`src/lcd_init_table.svh`:
```
// ILI9341 power-up command sequence followed by the full-screen window setup
// entries are {dc, byte}: a command byte then its parameter bytes
localparam lcd_pkg::lcd_word_t LCD_TABLE [lcd_pkg::INIT_WORDS + lcd_pkg::WINDOW_WORDS] = '{
    // sleep out, needs a long settle before the next word
    {1'b0, 8'h11},
    // power control B
    {1'b0, 8'hCF}, {1'b1, 8'h00}, {1'b1, 8'hC1}, {1'b1, 8'h30},
    // power-on sequence control
    {1'b0, 8'hED}, {1'b1, 8'h64}, {1'b1, 8'h03}, {1'b1, 8'h12}, {1'b1, 8'h81},
    // driver timing control A
    {1'b0, 8'hE8}, {1'b1, 8'h85}, {1'b1, 8'h10}, {1'b1, 8'h78},
    // power control A
    {1'b0, 8'hCB}, {1'b1, 8'h39}, {1'b1, 8'h2C}, {1'b1, 8'h00}, {1'b1, 8'h34},
    {1'b1, 8'h02},
    // pump ratio, driver timing B
    {1'b0, 8'hF7}, {1'b1, 8'h20},
    {1'b0, 8'hEA}, {1'b1, 8'h00}, {1'b1, 8'h00},
    // power control 1 and 2, VCOM
    {1'b0, 8'hC0}, {1'b1, 8'h21},
    {1'b0, 8'hC1}, {1'b1, 8'h11},
    {1'b0, 8'hC5}, {1'b1, 8'h2D}, {1'b1, 8'h33},
    // memory access: portrait, top left to bottom right
    {1'b0, 8'h36}, {1'b1, 8'h40},
    // 16 bit pixel format
    {1'b0, 8'h3A}, {1'b1, 8'h55},
    // frame rate, display function, interface control
    {1'b0, 8'hB1}, {1'b1, 8'h00}, {1'b1, 8'h17},
    {1'b0, 8'hB6}, {1'b1, 8'h0A}, {1'b1, 8'hA2},
    {1'b0, 8'hF6}, {1'b1, 8'h01}, {1'b1, 8'h30},
    // 3G off, gamma curve 1
    {1'b0, 8'hF2}, {1'b1, 8'h00},
    {1'b0, 8'h26}, {1'b1, 8'h01},
    // positive gamma
    {1'b0, 8'hE0}, {1'b1, 8'hD0}, {1'b1, 8'h00}, {1'b1, 8'h02}, {1'b1, 8'h07},
    {1'b1, 8'h0B}, {1'b1, 8'h1A}, {1'b1, 8'h31}, {1'b1, 8'h54}, {1'b1, 8'h40},
    {1'b1, 8'h29}, {1'b1, 8'h12}, {1'b1, 8'h12}, {1'b1, 8'h12}, {1'b1, 8'h17},
    // negative gamma
    {1'b0, 8'hE1}, {1'b1, 8'hD0}, {1'b1, 8'h00}, {1'b1, 8'h02}, {1'b1, 8'h07},
    {1'b1, 8'h05}, {1'b1, 8'h25}, {1'b1, 8'h2D}, {1'b1, 8'h44}, {1'b1, 8'h45},
    {1'b1, 8'h1C}, {1'b1, 8'h18}, {1'b1, 8'h16}, {1'b1, 8'h1C}, {1'b1, 8'h1D},
    // window: columns 0..239, pages 0..239
    {1'b0, 8'h2A}, {1'b1, 8'h00}, {1'b1, 8'h00}, {1'b1, 8'h00}, {1'b1, 8'hEF},
    {1'b0, 8'h2B}, {1'b1, 8'h00}, {1'b1, 8'h00}, {1'b1, 8'h00}, {1'b1, 8'hEF},
    // display on, then memory write opens the pixel stream
    {1'b0, 8'h29},
    {1'b0, 8'h2C}
};

```
`src/lcd_pkg.sv`:
```
// shared definitions for the serial LCD controller
// word format, FSM encodings, panel geometry and pixel colour bytes
package lcd_pkg;

    // one panel word, dc = 1 for data and 0 for a command
    typedef struct packed {
        logic       dc;
        logic [7:0] data;
    } lcd_word_t;

    typedef enum logic [2:0] {
        RST_LOW,
        RST_WAIT,
        RST_HIGH,
        HIGH_WAIT,
        INIT,
        SLEEP_WAIT,
        WINDOW,
        SCAN
    } seq_phase_e;

    typedef enum logic [1:0] {
        IDLE,
        START,
        SHIFT,
        STOP
    } wr_state_e;

    // command table sections
    localparam logic [6:0] INIT_WORDS   = 7'd79;
    localparam logic [6:0] WINDOW_WORDS = 7'd12;

    // 240 x 240 panel, two bytes per pixel
    localparam int         LINE_PIXELS = 240;
    localparam logic [8:0] LINE_BYTES  = 9'd480;
    localparam logic [7:0] FRAME_LINES = 8'd240;

    // colour of a lit pixel, high byte first
    localparam logic [7:0] PIX_ON_HI = 8'hF4;
    localparam logic [7:0] PIX_ON_LO = 8'h10;

    localparam logic [1:0] WR_CREDITS  = 2'd2;
    localparam logic [1:0] RENDER_WAIT = 2'd2;

endpackage

```
`src/lcd_word_if.sv`:
```
`timescale 1ns/1ps
// word channel from the sequencer to the serial writer
// credit based: one credit comes back per word taken off the writer buffer
interface lcd_word_if;

    logic               valid;
    lcd_pkg::lcd_word_t word;
    logic               credit;

    modport src (
        output valid,
        output word,
        input  credit
    );

    modport sink (
        input  valid,
        input  word,
        output credit
    );

endinterface

```
`src/lcd_cmd_rom.sv`:
```
`timescale 1ns/1ps
// command ROM
// combinational lookup of init and window words
module lcd_cmd_rom (
    input  logic [6:0]         idx,
    input  logic               window,
    output lcd_pkg::lcd_word_t word
);

`include "lcd_init_table.svh"

    logic [6:0] addr;

    // window words sit right after the init section
    assign addr = window ? idx + lcd_pkg::INIT_WORDS : idx;

    always_comb begin
        if (addr < lcd_pkg::INIT_WORDS + lcd_pkg::WINDOW_WORDS) begin
            word = LCD_TABLE[addr];
        end else begin
            word = '0;
        end
    end

endmodule

```
`src/lcd_pixel_scan.sv`:
```
`timescale 1ns/1ps
// pixel scan
// requests a monochrome line, latches it and offers the sequencer
// two bytes per pixel starting at bit 0
module lcd_pixel_scan (
    input  logic                            clk,
    input  logic                            rstn,
    input  logic                            scan_en,
    input  logic [lcd_pkg::LINE_PIXELS-1:0] data_in,
    input  logic                            pix_take,
    output logic                            pix_valid,
    output logic [7:0]                      pix_byte,
    output logic                            render_en
);

    typedef enum logic [1:0] {
        SC_REQ,
        SC_WAIT,
        SC_STREAM
    } scan_state_e;

    scan_state_e                     state;
    logic [1:0]                      wait_cnt;
    logic                            wait_done;
    logic [lcd_pkg::LINE_PIXELS-1:0] line_q;
    logic [8:0]                      byte_cnt;
    logic                            pix_bit;

    assign wait_done = wait_cnt == lcd_pkg::RENDER_WAIT - 2'd1;
    assign pix_valid = state == SC_STREAM;

    // byte k belongs to pixel k/2 and its low bit picks the half
    assign pix_bit = line_q[byte_cnt[8:1]];

    always_comb begin
        if (!pix_bit) begin
            pix_byte = 8'h00;
        end else if (byte_cnt[0]) begin
            pix_byte = lcd_pkg::PIX_ON_LO;
        end else begin
            pix_byte = lcd_pkg::PIX_ON_HI;
        end
    end

    // source gets RENDER_WAIT cycles to present the line
    always_ff @(posedge clk) begin
        if (state == SC_WAIT && wait_done) begin
            line_q <= data_in;
        end
    end

    always_ff @(posedge clk or negedge rstn) begin
        if (!rstn) begin
            state     <= SC_REQ;
            render_en <= 1'b0;
            wait_cnt  <= 2'd0;
            byte_cnt  <= 9'd0;
        end else begin
            render_en <= 1'b0;
            case (state)
                SC_REQ: begin
                    if (scan_en) begin
                        render_en <= 1'b1;
                        wait_cnt  <= 2'd0;
                        state     <= SC_WAIT;
                    end
                end
                SC_WAIT: begin
                    if (wait_done) begin
                        byte_cnt <= 9'd0;
                        state    <= SC_STREAM;
                    end else begin
                        wait_cnt <= wait_cnt + 2'd1;
                    end
                end
                SC_STREAM: begin
                    if (pix_take) begin
                        if (byte_cnt == lcd_pkg::LINE_BYTES - 9'd1) begin
                            state <= SC_REQ;
                        end else begin
                            byte_cnt <= byte_cnt + 9'd1;
                        end
                    end
                end
                default: state <= SC_REQ;
            endcase
        end
    end

    ////////////////////////////////////////////////////////////////////////////
    // checks

    // the sequencer only takes what is on offer
    a_take_valid: assert property (@(posedge clk) disable iff (!rstn)
        pix_take |-> pix_valid);

endmodule

```
`src/lcd_sequencer.sv`:
```
`timescale 1ns/1ps
// panel sequencer
// reset pulse and settle delays, init table, sleep-out wait, window setup,
// then an endless pixel stream; sends words to the writer against credits
module lcd_sequencer #(
    parameter int DELAY_LONG = 1000
) (
    input  logic       clk,
    input  logic       rstn,
    lcd_word_if.src    wr,
    output logic       lcd_rst,
    output logic       scan_en,
    input  logic       pix_valid,
    input  logic [7:0] pix_byte,
    output logic       pix_take
);

    // one word on the wire, CS fall to CS rise
    localparam int FRAME_CYCLES = 18;
    localparam int DW           = $clog2(DELAY_LONG + FRAME_CYCLES + 1);

    lcd_pkg::seq_phase_e phase;
    logic [DW-1:0]       dly;
    logic                dly_done;
    logic                sleep_done;
    logic [6:0]          idx;
    logic [1:0]          credits;
    logic                has_credit;
    logic                send;
    lcd_pkg::lcd_word_t  rom_word;

    lcd_cmd_rom rom_inst (
        .idx    (idx),
        .window (phase == lcd_pkg::WINDOW),
        .word   (rom_word)
    );

    assign has_credit = credits != 2'd0;
    assign scan_en    = phase == lcd_pkg::SCAN;
    assign pix_take   = scan_en && pix_valid && has_credit;
    assign send       = pix_take ||
                        (has_credit && (phase == lcd_pkg::INIT || phase == lcd_pkg::WINDOW));

    assign wr.valid = send;
    assign wr.word  = scan_en ? lcd_pkg::lcd_word_t'({1'b1, pix_byte}) : rom_word;

    assign dly_done   = dly == DW'(DELAY_LONG - 1);
    // sleep-out word is still shifting out when its credit returns
    assign sleep_done = dly == DW'(DELAY_LONG + FRAME_CYCLES - 1);

    always_ff @(posedge clk or negedge rstn) begin
        if (!rstn) begin
            credits <= lcd_pkg::WR_CREDITS;
        end else begin
            credits <= credits + {1'b0, wr.credit} - {1'b0, send};
        end
    end

    ////////////////////////////////////////////////////////////////////////////
    // phase machine

    always_ff @(posedge clk or negedge rstn) begin
        if (!rstn) begin
            phase   <= lcd_pkg::RST_LOW;
            lcd_rst <= 1'b1;
            dly     <= '0;
            idx     <= 7'd0;
        end else begin
            case (phase)
                lcd_pkg::RST_LOW: begin
                    lcd_rst <= 1'b0;
                    dly     <= '0;
                    phase   <= lcd_pkg::RST_WAIT;
                end
                lcd_pkg::RST_WAIT: begin
                    if (dly_done) begin
                        phase <= lcd_pkg::RST_HIGH;
                    end else begin
                        dly <= dly + 1'b1;
                    end
                end
                lcd_pkg::RST_HIGH: begin
                    lcd_rst <= 1'b1;
                    dly     <= '0;
                    phase   <= lcd_pkg::HIGH_WAIT;
                end
                lcd_pkg::HIGH_WAIT: begin
                    if (dly_done) begin
                        phase <= lcd_pkg::INIT;
                    end else begin
                        dly <= dly + 1'b1;
                    end
                end
                lcd_pkg::INIT: begin
                    if (send) begin
                        idx <= idx + 7'd1;
                        if (idx == 7'd0) begin
                            // sleep out just went
                            dly   <= '0;
                            phase <= lcd_pkg::SLEEP_WAIT;
                        end else if (idx == lcd_pkg::INIT_WORDS - 7'd1) begin
                            idx   <= 7'd0;
                            phase <= lcd_pkg::WINDOW;
                        end
                    end
                end
                lcd_pkg::SLEEP_WAIT: begin
                    // count only once the writer has drained
                    if (credits == lcd_pkg::WR_CREDITS) begin
                        if (sleep_done) begin
                            phase <= lcd_pkg::INIT;
                        end else begin
                            dly <= dly + 1'b1;
                        end
                    end
                end
                lcd_pkg::WINDOW: begin
                    if (send) begin
                        if (idx == lcd_pkg::WINDOW_WORDS - 7'd1) begin
                            phase <= lcd_pkg::SCAN;
                        end else begin
                            idx <= idx + 7'd1;
                        end
                    end
                end
                // scan runs until the next reset
                default: ;
            endcase
        end
    end

    a_credit_max: assert property (@(posedge clk) disable iff (!rstn)
        credits <= lcd_pkg::WR_CREDITS);

endmodule

```
`src/lcd_spi_writer.sv`:
```
`timescale 1ns/1ps
// serial writer
// two-word buffer feeding an 18-cycle CS/SCK/SDA frame, WR carries dc;
// a credit goes back to the sequencer for every word popped
module lcd_spi_writer (
    input  logic     clk,
    input  logic     rstn,
    lcd_word_if.sink wr,
    output logic     lcd_cs,
    output logic     lcd_sck,
    output logic     lcd_sda,
    output logic     lcd_wr
);

    lcd_pkg::lcd_word_t fifo_q [2];
    logic               wp;
    logic               rp;
    logic [1:0]         count;
    logic               pop;
    lcd_pkg::wr_state_e state;
    logic [7:0]         shreg;
    logic [3:0]         bit_cnt;

    assign pop       = (state == lcd_pkg::IDLE) && (count != 2'd0);
    assign wr.credit = pop;

    ////////////////////////////////////////////////////////////////////////////
    // word buffer

    always_ff @(posedge clk) begin
        if (wr.valid) begin
            fifo_q[wp] <= wr.word;
        end
    end

    always_ff @(posedge clk or negedge rstn) begin
        if (!rstn) begin
            wp    <= 1'b0;
            rp    <= 1'b0;
            count <= 2'd0;
        end else begin
            if (wr.valid) begin
                wp <= ~wp;
            end
            if (pop) begin
                rp <= ~rp;
            end
            count <= count + {1'b0, wr.valid} - {1'b0, pop};
        end
    end

    ////////////////////////////////////////////////////////////////////////////
    // serializer

    // shift on every falling SCK so bit 6 is always next
    always_ff @(posedge clk) begin
        if (pop) begin
            shreg <= fifo_q[rp].data;
        end else if (state == lcd_pkg::SHIFT && bit_cnt[0]) begin
            shreg <= shreg << 1;
        end
    end

    always_ff @(posedge clk or negedge rstn) begin
        if (!rstn) begin
            state   <= lcd_pkg::IDLE;
            bit_cnt <= 4'd0;
            lcd_cs  <= 1'b1;
            lcd_sck <= 1'b0;
            lcd_sda <= 1'b0;
            lcd_wr  <= 1'b0;
        end else begin
            case (state)
                lcd_pkg::IDLE: begin
                    if (pop) begin
                        lcd_cs <= 1'b0;
                        lcd_wr <= fifo_q[rp].dc;
                        state  <= lcd_pkg::START;
                    end
                end
                lcd_pkg::START: begin
                    lcd_sda <= shreg[7];
                    bit_cnt <= 4'd0;
                    state   <= lcd_pkg::SHIFT;
                end
                lcd_pkg::SHIFT: begin
                    bit_cnt <= bit_cnt + 4'd1;
                    if (!bit_cnt[0]) begin
                        lcd_sck <= 1'b1;
                    end else begin
                        lcd_sck <= 1'b0;
                        if (bit_cnt == 4'd15) begin
                            // last bit done, close the frame
                            lcd_cs <= 1'b1;
                            state  <= lcd_pkg::STOP;
                        end else begin
                            lcd_sda <= shreg[6];
                        end
                    end
                end
                default: state <= lcd_pkg::IDLE;
            endcase
        end
    end

    a_sck_in_frame: assert property (@(posedge clk) disable iff (!rstn)
        lcd_sck |-> !lcd_cs);

    // sequencer credit count must keep the buffer from overflowing
    a_no_overflow: assert property (@(posedge clk) disable iff (!rstn)
        wr.valid |-> count < lcd_pkg::WR_CREDITS);

endmodule

```
`src/lcd_ctrl_top.sv`:
```
`timescale 1ns/1ps
// serial LCD controller top
// panel bring-up and monochrome frame streaming for a 240x240 ILI9341 panel
module lcd_ctrl_top #(
    parameter int DELAY_LONG = 1000
) (
    input  logic                            clk,
    input  logic                            rstn,
    input  logic [lcd_pkg::LINE_PIXELS-1:0] data_in,
    output logic                            lcd_cs,
    output logic                            lcd_sck,
    output logic                            lcd_sda,
    output logic                            lcd_wr,
    output logic                            lcd_rst,
    output logic                            render_en
);

    logic       scan_en;
    logic       pix_valid;
    logic       pix_take;
    logic [7:0] pix_byte;

    lcd_word_if word_if ();

    lcd_sequencer #(
        .DELAY_LONG (DELAY_LONG)
    ) seq_inst (
        .clk       (clk),
        .rstn      (rstn),
        .wr        (word_if.src),
        .lcd_rst   (lcd_rst),
        .scan_en   (scan_en),
        .pix_valid (pix_valid),
        .pix_byte  (pix_byte),
        .pix_take  (pix_take)
    );

    lcd_pixel_scan scan_inst (
        .clk       (clk),
        .rstn      (rstn),
        .scan_en   (scan_en),
        .data_in   (data_in),
        .pix_take  (pix_take),
        .pix_valid (pix_valid),
        .pix_byte  (pix_byte),
        .render_en (render_en)
    );

    lcd_spi_writer writer_inst (
        .clk     (clk),
        .rstn    (rstn),
        .wr      (word_if.sink),
        .lcd_cs  (lcd_cs),
        .lcd_sck (lcd_sck),
        .lcd_sda (lcd_sda),
        .lcd_wr  (lcd_wr)
    );

endmodule

```
`config.mk`:
```
export PLATFORM = sky130hd
export DESIGN_NAME = lcd_ctrl_top
export DESIGN_NICKNAME = d
export VERILOG_FILES = /design/src/lcd_pkg.sv /design/src/lcd_word_if.sv /design/src/lcd_cmd_rom.sv /design/src/lcd_pixel_scan.sv /design/src/lcd_sequencer.sv /design/src/lcd_spi_writer.sv /design/src/lcd_ctrl_top.sv
export VERILOG_INCLUDE_DIRS = /design/src
export SDC_FILE = /design/constraint.sdc
export NUM_CORES = 1
export LEC_CHECK = 0
export ABC_AREA = 1
export BUFFER_PORTS_ARGS = -buffer_cell sky130_fd_sc_hd__clkbuf_2
export CAP_MARGIN = 20
export CORE_AREA = 2 2 161 163
export CTS_CLUSTER_DIAMETER = 100
export DETAILED_ROUTE_END_ITERATION = 12
export DIE_AREA = 0 0 163 165
export HOLD_SLACK_MARGIN = 0.03
export PLACE_DENSITY = 0.9
export SKIP_LAST_GASP = 1
export SYNTH_ARGS = -nofsm -noshare
export SYNTH_HDL_FRONTEND = slang
export SYNTH_SLANG_ARGS = --single-unit
```
`constraint.sdc`:
```
create_clock -name clk -period 13.13 [get_ports clk]
set_input_delay 2.626 -clock clk [delete_from_list [all_inputs] [get_ports clk]]
set_output_delay 2.626 -clock clk [all_outputs]
set_load 0.03 [all_outputs]
```
==> results of run 1 <==
-- synth_stat cells (all sizes together) --
cell | n | share of area
nor4 | 6 | 0.0025
buf | 45 | 0.017
xnor2 | 6 | 0.0035
nor3 | 18 | 0.0063
a31oi | 11 | 0.0046
a21oi | 50 | 0.017
or2 | 2 | 0.00083
nor3b | 2 | 0.0010
inv | 141 | 0.035
o211ai | 11 | 0.0058
o22ai | 7 | 0.0029
nand4 | 10 | 0.0046
nand3 | 131 | 0.044
and3 | 2 | 0.00083
edfxtp | 266 | 0.53
clkbuf | 22 | 0.0056
o31ai | 1 | 0.00050
a22o | 1 | 0.00058
o21a | 1 | 0.00050
nand2 | 447 | 0.11
dfstp | 3 | 0.0052
nor2 | 174 | 0.045
xor2 | 15 | 0.011
nand3b | 4 | 0.0020
a211oi | 3 | 0.0015
dfrtp | 48 | 0.080
clkinv | 3 | 0.00075
o21ai | 111 | 0.037
o2111ai | 1 | 0.00058
ha | 23 | 0.019
-- layout by cell type, fill, tap and decap left out, types with 3 or more instances in the layout --
| cell type | n |
|---|---|
| nand2_1 | 440 |
| nand4_1 | 9 |
| o211ai_1 | 10 |
| clkinv_2 | 9 |
| a211oi_1 | 3 |
| clkinv_1 | 7 |
| inv_2 | 7 |
| a31oi_1 | 11 |
| nor3_1 | 17 |
| inv_8 | 3 |
| inv_1 | 131 |
| nor2_2 | 6 |
| nand3b_1 | 4 |
| nor2_1 | 167 |
| buf_4 | 9 |
| nand3_1 | 131 |
| a21oi_1 | 48 |
| o21ai_1 | 14 |
| nor4_1 | 6 |
| ha_1 | 23 |
| clkbuf_1 | 3 |
| nand2_2 | 6 |
| dfrtp_1 | 46 |
| xor2_2 | 5 |
| edfxtp_1 | 266 |
| dfstp_2 | 3 |
| xnor2_1 | 6 |
| clkbuf_16 | 34 |
| diode_2 | 5 |
| clkbuf_2 | 247 |
| o22ai_1 | 7 |
| xor2_1 | 10 |
| o21ai_0 | 95 |
-- metal layers --
metal / GRT usage / share of wire / vias to the layer above
met5: 0 / 0 / -
met4: 0.1581 / 0.058 / 0
met3: 0.05625 / 0.085 / 151
met2: 0.4861 / 0.49 / 691
met1: 0.3572 / 0.37 / 5703
li1: - / - / 5703
-- kinds of logic after synthesis --
kind of cell,synth area share
buffers and inverters,0.05886
adders and majority gates,0.01912
AOI/OAI and AO/OA,0.07150
DFF,0.6158
and+or+nand+nor,0.2201
xor gates and xnor gates,0.01471
-- power by group through the flow --
stage	clock (W)	combinational, W	sequential, W
floorplan	0	0.00000000322	0.00111
global placement	0	0.0000391	0.00111
detailed placement	0	0.0000402	0.00111
CTS	0.000946	0.0000406	0.00109
global route	0.000983	0.0000445	0.00109
finish	0.000938	0.0000404	0.00109
-- state kept, by name (all words and copies together), names as in the netlist, 2 cells and up --
name / flops
scan_inst.line_q: 240
writer_inst.fifo_q: 18
seq_inst.dly: 10
scan_inst.byte_cnt: 9
writer_inst.shreg: 8
seq_inst.idx: 7
writer_inst.bit_cnt: 4
seq_inst.phase: 3
scan_inst.state: 2
scan_inst.wait_cnt: 2
seq_inst.credits: 2
writer_inst.count: 2
writer_inst.state: 2
-- final timing paths --
| path | from | endpoint | slack (ns) | cells past startpoint |
|---|---|---|---|---|
| max | writer_inst.lcd_cs | lcd_cs | 9.27 | 1 |
| min | writer_inst.lcd_sck | writer_inst.lcd_sck | 0.48 | 2 |
| max reg2reg | scan_inst.byte_cnt[1] | writer_inst.fifo_q[1][2] | 9.42 | 14 |
| min reg2reg | writer_inst.lcd_sck | writer_inst.lcd_sck | 0.48 | 2 |
| max in group asynchronous | rstn | scan_inst.byte_cnt[1] | 10.40 | 2 |
| min in group asynchronous | rstn | scan_inst.byte_cnt[5] | 2.23 | 2 |
-- through the flow --
stage / cells / setup WS, ns
after floorplan: 1565 / 5.785
after global placement: 2082 / 9.724
after detailed placement: 2082 / 9.588
after CTS: 2143 / 9.252
after global routing: 2152 / 9.057
final: 2152 / 9.269
-- layout make-up --
cell class                      count  area, µm²  area share
Timing Repair Buffer              258       1339     0.07609
Antenna cell                        5      12.51   0.0007111
Tap cell                          330      412.9     0.02347
Inverter                          144      551.8     0.03136
Clock inverter                     23      232.7     0.01323
Sequential cell                   317       9273      0.5270
Clock buffer                       38      875.8     0.04978
Multi-Input combinational cell   1037       4897      0.2783
==> metrics.yaml, run 1 <==
period_share: 0.2941
whs_ns: 0.4838
path_delay_family: "flip-flops"
drive_above_1_share: 0.1948
post-route-min-period_ns: 3.861
vias_per_cell: 5.691
clockRootBuffer: "clkbuf_16"
fin_util: 0.7027
ys_seq_area_frac: 0.6158
finalHoldViolCount: 0
required_ns: 10.50
cts.sinks: 317
postSynthAreaPerCell_um2: 9.617
netlist_area_um2: 15050
ys_seq_elements: 317
tightest_slew_ns: 1.065
rows: 58
clkTransAtPathRegs_ns: 0.06
drv_cap: 0
endpoint_kind: "output pin"
cp-start-kind: "flip-flop"
die_y_um: 165
dieArea_um2: 26900
crit_fanout: 2
fin_skew_ns: 0.03338
comb_power_share: 0.020
swShare: 0.2039
die_w_um: 163
wire_per_inst_um: 18.04
clkPwrFrac: 0.454
ir_drop_mv: 0.1655
syn_inst: 1565
gp_congestion: 0.9103
cts_made_buffers: 34
p_sw_w: 0.0004217
seqPwrFrac: 0.527
worst_skew_pair.late_latency_ns: 0.54
ys_warn_count: 0
maxSlewViolCount: 0
grtUsageTotal: 0.2900
cp_cell_sequence: "clkbuf_2"
relSlewSlack: 0.2899
slowest_stage: "dfstp_2"
cts_resized: 0
max_freq_ghz: 0.2590
synthDistinctLibCells: 48
p_int_w: 0.001646
hold_buffers: 0
vias: 12250
post_cts_buffers: 0
rsz0062_at_grt: "no"
overflow: 0
start_util: 0.6011
place.port_buffers: 247
drt-total-wl_um: 38810
p_leak_nw: 7.667
stdcell_area_um2: 17590
setup_viol: 0
layout-area-overhead-vs-synth_pct: 16.90
cp.arrival_ns: 1.24
grt_max_degree: 152
fin_nets: 2057
min_path_type: "reg -> reg"
io_pins: 248
power.density_nw_per_um2: 117.5
fillers: 1752
worst-path-buf-inv: 1
crit_type: "reg -> out"
critPathMaxStageDelay_ns: 0.53
clockBufferDepth: 3
status: "completed"
drc: 0
cts_tree: "done"
syn_nets: 1830
ant_nets: 0
fin_setup_tns_ns: 0
cts_max_level: 2
first_global_vias: 11910
first_pass_iters: 6
core-area_um2: 25040
place_area_um2: 16420
total_power_w: 0.002068
drtIter0Drc: 1480
dp_hpwl_um: 26200
grt_pass1_wl_um: 60340
antenna_found_initial: 5
Power figures use the tool's default switching activity.
==> inputs of run 2 (changes only) <==
Settings changed: CORE_AREA 2 2 161 163 to 2 2 166 168, DIE_AREA 0 0 163 165 to 0 0 168 170, PLACE_DENSITY 0.9 to 0.86.
Clock period 13.13 ns to 4.05 ns, I/O delays scaled along.
==> metrics.yaml, run 2 (synthesized netlist as in run 1, its figures left out) <==
status: "completed"
ir_drop_mv: 0.3483
whs_ns: 0.4256
io_pins: 248
reg.largest.list: "scan_inst.line_q x240, writer_inst.fifo_q x18, seq_inst.dly x10"
maxSlewViolCount: 0
cts_max_level: 2
post_cts_buffers: 0
worst_skew_pair.late_latency_ns: 0.52
core-area_um2: 26650
finalHoldViolCount: 0
dieArea_um2: 28560
min_path_type: "in -> async"
grt_max_degree: 135
r2r_setup_slack_ns: 0.71
cts_tree: "done"
grt_pass1_wl_um: 59890
tightest_slew_ns: 0.9831
p_leak_nw: 7.663
place.port_buffers: 247
crit_top_cell: "nand3_1"
fin_nets: 2063
layout.cells.non_filler: 2167
largest_reg_flops: 240
overflow: 0
drtIter0Drc: 1184
power.density_nw_per_um2: 371.9
clockBufferDepth: 3
clkTransAtPathRegs_ns: 0.06
critPathMaxStageDelay_ns: 0.78
relSlewSlack: 0.3436
path_delay_family: "simple AND/OR/NAND/NOR gates"
cts.sinks: 317
die_w_um: 168
r2r-end: "writer_inst.fifo_q[0][6]"
hold_buffers: 0
crit_cells: 12
cp.arrival_ns: 3.59
drive_above_1_share: 0.1931
setup_viol: 0
crit_type: "reg -> reg"
start_util: 0.5647
rsz0062_at_grt: "no"
drv_cap: 0
fin_setup_tns_ns: 0
vias: 12060
vias_per_cell: 5.565
cts_made_buffers: 34
clockRootBuffer: "clkbuf_16"
cp-start-kind: "flip-flop"
slowest_stage: "dfrtp_4"
r2r-start: "scan_inst.byte_cnt[1]"
cts_resized: 0
die_y_um: 170
drc: 0
drt-total-wl_um: 38100
antenna_found_initial: 3
rows: 60
final_common_cell: "nand2_1"
period_share: 0.8255
cp-startpoint: "scan_inst.byte_cnt[1]"
first_global_vias: 11780
worst-path-buf-inv: 2
fin_skew_ns: 0.01535
ant_nets: 0
post-route-min-period_ns: 3.343
gp_congestion: 0.9132
layout-area-overhead-vs-synth_pct: 16.66
required_ns: 4.30
final_cell_mix: "439 x nand2_1, 266 x edfxtp_1, 247 x clkbuf_2, 167 x nor2_1"
first_pass_iters: 5
dp_hpwl_um: 26390
largest_register: "scan_inst.line_q"
max_freq_ghz: 0.2991
dp_cells: 2102
cp_cell_sequence: "clkinv_2 > buf_12 > o21ai_0 > nand3_1 > nand3_1 > nand2_1 > nand3_1 > nand3_1 > nand3_1 > nand2_1 > nand3_1 > nand2_1"
crit_fanout: 53
worstRegToRegCells: 12
endpoint_kind: "flip-flop"
grtUsageTotal: 0.2685
wire_per_inst_um: 17.58
==> run 2: worst max-delay path by stage <==
stage / slack (ns) / to
floorplan: -1.21 / scan_inst.byte_cnt[7]
global placement: 0.86 / writer_inst.fifo_q[0][2]
detailed placement: 0.78 / writer_inst.fifo_q[1][6]
CTS: 0.73 / writer_inst.fifo_q[0][6]
global route: 0.52 / writer_inst.fifo_q[1][2]
finish: 0.71 / writer_inst.fifo_q[0][6]
==> run 2: layout make-up <==
class | count | area (µm²)
tap | 341 | 426.7
clock inverter | 19 | 107.6
multi-input combinational | 1037 | 4907
fill | 2002 | 9092
inverter | 144 | 548.0
clock buffer | 42 | 902.1
sequential | 317 | 9273
antenna | 3 | 7.507
timing repair buffer | 264 | 1386
==> run 2: layer usage <==
metal,global-route usage,share of wire,vias up
li1,-,-,5714
met1,0.3374,0.39,5604
met2,0.4508,0.49,624
met3,0.04930,0.080,118
met4,0.1342,0.044,0
met5,0,0,-
==> run 2: metrics by stage <==
| step | util | total power [W] | setup slack [ns] | instance area, µm² |
|---|---|---|---|---|
| final | 0.6588 | 0.006530 | 0.7068 | 17560 |
| after global routing | 0.6588 | 0.006699 | 0.5189 | 17560 |
| after CTS | 0.6584 | 0.006567 | 0.7342 | 17550 |
| after detailed placement | 0.6205 | 0.003735 | 0.7813 | 16540 |
| after global placement | 0.6205 | 0.003735 | 0.8621 | 16540 |
| after floorplan | - | 0.003601 | -1.213 | 15060 |
==> run 2: power breakdown <==
group	switching (W)	internal (W)	total (W)
clock network	0.00127	0.00160	0.00286
registers	0	0.00353	0.00353
logic	0.0000534	0.0000817	0.000135
